==> config.mk <==
export PLATFORM = sky130hd
export DESIGN_NAME = pmp_csr_axil
export DESIGN_NICKNAME = d
export VERILOG_FILES = /design/src/rtl/pmp_pkg.sv /design/src/rtl/pmp_csr_axil.sv
export SDC_FILE = /design/constraint.sdc
export NUM_CORES = 1
export LEC_CHECK = 0
export ABC_AREA = 1
export BUFFER_PORTS_ARGS = -buffer_cell sky130_fd_sc_hd__buf_2
export CORE_AREA = 2 2 292 294
export DETAILED_ROUTE_END_ITERATION = 12
export DIE_AREA = 0 0 294 296
export PLACE_DENSITY = 0.66
export SLEW_MARGIN = 20
export SYNTH_ARGS = -nofsm -noshare
export SYNTH_HDL_FRONTEND = slang
export SYNTH_SLANG_ARGS = --single-unit
==> constraint.sdc <==
create_clock -name clock -period 2.6 [get_ports clock]
set_clock_uncertainty 0.05 [all_clocks]
set_input_delay 0.52 -clock clock [delete_from_list [all_inputs] [get_ports clock]]
set_output_delay 0.52 -clock clock [all_outputs]
set_load 0.02 [all_outputs]
==> src/rtl/pmp_pkg.sv <==
package pmp_pkg;

  // Region count must stay a multiple of 4
  localparam int region_count = 16;
  localparam int cfg_word_count = region_count / 4;
  localparam int region_index_width = $clog2(region_count);
  localparam int cfg_index_width = $clog2(cfg_word_count);

  // Address matching modes
  localparam logic [1:0] mode_off = 2'd0;
  localparam logic [1:0] mode_tor = 2'd1;
  localparam logic [1:0] mode_na4 = 2'd2;
  localparam logic [1:0] mode_napot = 2'd3;

  // AXI4-Lite register map
  localparam int axi_addr_width = 8;
  localparam logic [axi_addr_width-1:0] cfg_base = 8'h00;
  localparam logic [axi_addr_width-1:0] addr_base = 8'h40;

  localparam logic [1:0] resp_okay = 2'b00;
  localparam logic [1:0] resp_slverr = 2'b10;

  // One pmpcfg entry, read in bit 0
  typedef struct packed {
    logic lock;
    logic [1:0] reserved;
    logic [1:0] mode;
    logic execute;
    logic write;
    logic read;
  } pmp_cfg_entry_t;

  // Bus word or four entries, entry k in byte k
  typedef union packed {
    logic [31:0] raw;
    pmp_cfg_entry_t [3:0] entry;
  } pmp_cfg_word_t;

endpackage

==> src/rtl/pmp_csr_axil.sv <==
`timescale 1ns/10ps

module pmp_csr_axil (
  input  logic clock,
  input  logic reset,
  input  logic awvalid,
  output logic awready,
  input  logic [pmp_pkg::axi_addr_width-1:0] awaddr,
  input  logic wvalid,
  output logic wready,
  input  logic [31:0] wdata,
  input  logic [3:0] wstrb,
  output logic bvalid,
  input  logic bready,
  output logic [1:0] bresp,
  input  logic arvalid,
  output logic arready,
  input  logic [pmp_pkg::axi_addr_width-1:0] araddr,
  output logic rvalid,
  input  logic rready,
  output logic [31:0] rdata,
  output logic [1:0] rresp,
  output pmp_pkg::pmp_cfg_word_t cfg_words [pmp_pkg::cfg_word_count],
  output logic [31:0] pmp_addrs [pmp_pkg::region_count]
);

  logic write_fire;
  logic read_fire;
  logic [1:0] write_resp;
  logic [31:0] read_data;
  logic [1:0] read_resp;
  logic [pmp_pkg::region_count-1:0] addr_locked;

  function automatic logic cfg_hit(input logic [pmp_pkg::axi_addr_width-1:0] addr);
    return (int'(addr) >= int'(pmp_pkg::cfg_base)) &&
           (int'(addr) < int'(pmp_pkg::cfg_base) + 4 * pmp_pkg::cfg_word_count);
  endfunction

  function automatic logic addr_hit(input logic [pmp_pkg::axi_addr_width-1:0] addr);
    return (int'(addr) >= int'(pmp_pkg::addr_base)) &&
           (int'(addr) < int'(pmp_pkg::addr_base) + 4 * pmp_pkg::region_count);
  endfunction

  function automatic logic [pmp_pkg::cfg_index_width-1:0] cfg_index(
    input logic [pmp_pkg::axi_addr_width-1:0] addr
  );
    logic [pmp_pkg::axi_addr_width-1:0] offset;
    offset = addr - pmp_pkg::cfg_base;
    return offset[2 +: pmp_pkg::cfg_index_width];
  endfunction

  function automatic logic [pmp_pkg::region_index_width-1:0] addr_index(
    input logic [pmp_pkg::axi_addr_width-1:0] addr
  );
    logic [pmp_pkg::axi_addr_width-1:0] offset;
    offset = addr - pmp_pkg::addr_base;
    return offset[2 +: pmp_pkg::region_index_width];
  endfunction

  // Reserved bits never stored
  function automatic pmp_pkg::pmp_cfg_entry_t clean_entry(input logic [7:0] value);
    pmp_pkg::pmp_cfg_entry_t entry;
    entry = value;
    entry.reserved = 2'b00;
    return entry;
  endfunction

  // Address and data taken together
  assign write_fire = awvalid && wvalid && !bvalid;
  assign awready = write_fire;
  assign wready = write_fire;

  assign arready = !rvalid;
  assign read_fire = arvalid && arready;

  assign write_resp = (cfg_hit(awaddr) || addr_hit(awaddr)) ?
                      pmp_pkg::resp_okay : pmp_pkg::resp_slverr;

  // pmpaddr i is frozen by its own lock or by a locked TOR entry above it
  always_comb begin
    for (int i = 0; i < pmp_pkg::region_count; i++) begin
      addr_locked[i] = cfg_words[i / 4].entry[i % 4].lock;
    end
    for (int i = 0; i < pmp_pkg::region_count - 1; i++) begin
      if (cfg_words[(i + 1) / 4].entry[(i + 1) % 4].lock &&
          cfg_words[(i + 1) / 4].entry[(i + 1) % 4].mode == pmp_pkg::mode_tor) begin
        addr_locked[i] = 1'b1;
      end
    end
  end

  always_ff @(posedge clock) begin
    if (reset) begin
      for (int n = 0; n < pmp_pkg::cfg_word_count; n++) begin
        cfg_words[n] <= '0;
      end
      for (int i = 0; i < pmp_pkg::region_count; i++) begin
        pmp_addrs[i] <= '0;
      end
    end else if (write_fire) begin
      if (cfg_hit(awaddr)) begin
        for (int k = 0; k < 4; k++) begin
          if (wstrb[k] && !cfg_words[cfg_index(awaddr)].entry[k].lock) begin
            cfg_words[cfg_index(awaddr)].entry[k] <= clean_entry(wdata[8*k +: 8]);
          end
        end
      end
      if (addr_hit(awaddr) && !addr_locked[addr_index(awaddr)]) begin
        for (int k = 0; k < 4; k++) begin
          if (wstrb[k]) begin
            pmp_addrs[addr_index(awaddr)][8*k +: 8] <= wdata[8*k +: 8];
          end
        end
      end
    end
  end

  // Write response channel
  always_ff @(posedge clock) begin
    if (reset) begin
      bvalid <= 1'b0;
    end else if (write_fire) begin
      bvalid <= 1'b1;
    end else if (bready) begin
      bvalid <= 1'b0;
    end
  end

  always_ff @(posedge clock) begin
    if (write_fire) begin
      bresp <= write_resp;
    end
  end

  always_comb begin
    read_data = '0;
    read_resp = pmp_pkg::resp_slverr;
    if (cfg_hit(araddr)) begin
      read_data = cfg_words[cfg_index(araddr)].raw;
      read_resp = pmp_pkg::resp_okay;
    end else if (addr_hit(araddr)) begin
      read_data = pmp_addrs[addr_index(araddr)];
      read_resp = pmp_pkg::resp_okay;
    end
  end

  // Read data held stable until rready
  always_ff @(posedge clock) begin
    if (reset) begin
      rvalid <= 1'b0;
    end else if (read_fire) begin
      rvalid <= 1'b1;
    end else if (rready) begin
      rvalid <= 1'b0;
    end
  end

  always_ff @(posedge clock) begin
    if (read_fire) begin
      rdata <= read_data;
      rresp <= read_resp;
    end
  end

endmodule

==> flow_metrics.py <==
metrics = {
    "status": {
        "outcome": "completed",
    },
    "detailed_routing": {
        "dr.pass1.iters": 9,
        "wl_per_cell_um": 25.2,
        "route.detailed.drc": 0,
        "wl_mm": 163,
        "vias": 37800,
        "drtAntennaViolNets": 0,
        "via_per_inst": 5.86,
        "drt_iter0_drc": 4843,
    },
    "timing": {
        "rsz0062_at_grt": "false",
        "setup_viol": 0,
        "fin_crit_sh_pct": 98.0,
        "hold_viol": 0,
        "hold_slack_ps": 94.7,
        "timing.fmax_mhz": 393,
        "slew_viol_final": 0,
        "tightest_slew_ps": 1270,
        "setup_tns_ps": 0,
        "period_needed_ps": 2550,
        "timing.slew.headroom_pct": 15.1,
        "fin_ws_ps": 52.6,
    },
    "floorplanning": {
        "die-area_mm2": 0.0870,
        "fp.dieH_um": 296,
        "std_cell_rows": 107,
        "die_w_um": 294,
        "core_area_mm2": 0.0842,
        "initial_utilization_pct": 37.2,
        "ios": 740,
    },
    "grt": {
        "track_usage_pct": 35.3,
        "antenna_found_initial": 6,
        "grt_pass1_wl_mm": 228,
        "grt_pass1_vias": 33000,
        "grt_overflow": 0,
        "grt_max_degree": 157,
    },
    "clock_tree": {
        "numClockSinks": 644,
        "cts_tree": "yes",
        "clk_latency_ps": 640,
        "cts_hold_repair.buffers": 0,
        "cts_inserted_buffers": 75,
        "cts-root-buf": "clkbuf_16",
        "post_cts_buffers": 0,
        "clock_path_buffers": 3,
        "clk_pin_slew_ps": 60,
        "cts-htree-levels": 3,
    },
    "synth": {
        "synth_area_mm2": 0.0313,
        "yosysWarnings": 0,
        "seq_area_frac_synth_pct": 42.3,
        "syn_inst": 4645,
        "ys_types": 26,
        "synth_seq_cells": 644,
        "syn_avg_cell_area_um2": 6.74,
    },
    "setup_path": {
        "crit_path_cell_trace": "inv_1 -> o21ai_0 -> a21oi_1 -> a21oi_1 -> nor2_1 -> nand3_1 -> buf_12 -> nor2_1 -> nor2_1 -> nor2_1",
        "crit_path_max_fanout": 14,
        "reg2reg_to": "pmp_addrs[437]",
        "cp_common_cell": "nor2_1",
        "max_stage_delay_ps": 550,
        "endpoint_kind": "register",
        "slowest_stage": "nor2_1",
        "crit_type": "reg2reg",
        "rr_startpoint": "cfg_words[23]",
        "cp_data_arrival_time_ps": 3050,
        "required_ps": 3100,
        "ff2ff_path_depth": 10,
        "start_kind": "register",
        "ff2ff_setup_slack_ps": 50,
    },
    "min_path": {
        "worstHoldPathType": "in2reg",
        "hold_start": "bready",
        "worstHoldPathCells": 4,
        "holdPathEnd": "bvalid",
    },
    "layout": {
        "drive_gt1_share_pct": 21.9,
        "layout_common_cells": "1169 x nor2_1, 720 x nand2_1, 695 x buf_2",
        "fill_cells": 8534,
        "final_common_cell": "nor2_1",
        "fin_nets": 5354,
        "fin_cells": 6449,
        "syn2layout_area_growth_pct": 27.4,
        "post-route-util_pct": 47.4,
    },
    "place": {
        "port_buffers": 701,
        "place.gp.congestion": 0.949,
        "hpwl_mm": 115,
        "placed_cells": 6308,
        "post-place-ws_ps": -195,
    },
    "power_and_ir_drop": {
        "ir_drop_v": 0.000397,
        "pwr_density_cell_mw_per_mm2": 593,
        "p_leak_nw": 17.3,
    },
    "run": {
        "drv_cap": 0,
    },
}
==> worst max-delay path: cells and delay by family, from the launching register on <==
family,cells,cell delay [ps]
AO/OA/AOI/OAI,3,590
buffers and inverters,2,330
flip-flops,1,360
AND/OR/NAND/NOR,5,1140
==> registers in the layout, indices dropped and copies added (netlist names) <==
name       count
bresp          1
bvalid         1
cfg_words     96
pmp_addrs    512
rdata         32
rresp          1
rvalid         1
==> synth_stat cells <==
cell type,number,area (µm²)
a21oi_1,220,1100
nor4_1,1,6.26
inv_2,9,33.8
nand2_1,720,2700
nand3_1,174,871
a22o_1,9,78.8
buf_2,59,295
o211ai_1,37,278
o221ai_1,27,236
buf_4,35,263
o21ai_0,379,1900
conb_1,1,3.75
a31oi_1,8,50.1
o22ai_1,92,576
o21a_1,1,7.51
clkinv_1,15,56.3
a211oi_1,30,225
dfxtp_1,610,12200
nor3_1,125,626
nor2_1,1190,4470
nand4_1,387,2420
edfxtp_1,34,1020
inv_1,98,368
nor2_2,30,188
clkbuf_1,284,1070
buf_1,70,263
==> cells by family after synthesis <==
family / share of synthesized area, %
AO/OA/AOI/OAI: 14.2
flip-flops: 42.3
buffers and inverters: 7.49
other: 0.0120
AND/OR/NAND/NOR: 36.0
==> area by class of cell <==
| cell class | instances | area (µm²) | share of cell area [%] |
|---|---|---|---|
| Multi-Input combinational cell | 3464 | 15900 | 40.0 |
| Sequential cell | 644 | 13200 | 33.2 |
| Timing Repair Buffer | 988 | 6350 | 15.9 |
| Clock buffer | 106 | 2150 | 5.38 |
| Tap cell | 1090 | 1360 | 3.42 |
| Inverter | 122 | 478 | 1.20 |
| Clock inverter | 31 | 360 | 0.904 |
| Antenna cell | 4 | 10.0 | 0.0251 |
==> metrics by stage <==
| stage | power (mW) | instance area [µm²] |
|---|---|---|
| 2_1_floorplan | 11.6 | 31400 |
| 3_3_place_gp | 12.8 | 37300 |
| 3_5_place_dp | 12.8 | 37300 |
| 4_1_cts | 23.6 | 39800 |
| 5_1_grt | 24.2 | 39900 |
| 6_report | 23.6 | 39900 |
==> where the power goes <==
group	switching [mW]	internal, mW
clock network	4.59	6.39
registers	0.0290	10.0
logic	1.94	0.688
total	6.55	17.1
==> per-layer routing <==
metal	GRT usage, %	share of wire, %
met4	23.2	7.8
met1	44.8	38
met2	53.8	43
met5	0	0
met3	8.08	11
==> how the worst max path moves through the flow <==
stage / from / endpoint
after floorplan: awvalid / pmp_addrs[319]
after global placement: araddr[2] / rdata[1]
after detailed placement: awaddr[2] / pmp_addrs[86]
after CTS: cfg_words[23] / pmp_addrs[37]
after global routing: cfg_words[84] / pmp_addrs[460]
final: cfg_words[23] / pmp_addrs[437]
==> timing repair <==
| item | 4_1_cts | 5_1_grt |
|---|---|---|
| gates resized for setup | 0 | 11 |
| endpoints found under the hold margin | 0 | 0 |
| endpoints found under the setup margin | 0 | 46 |
No activity file was read; power rests on OpenSTA's default activity.
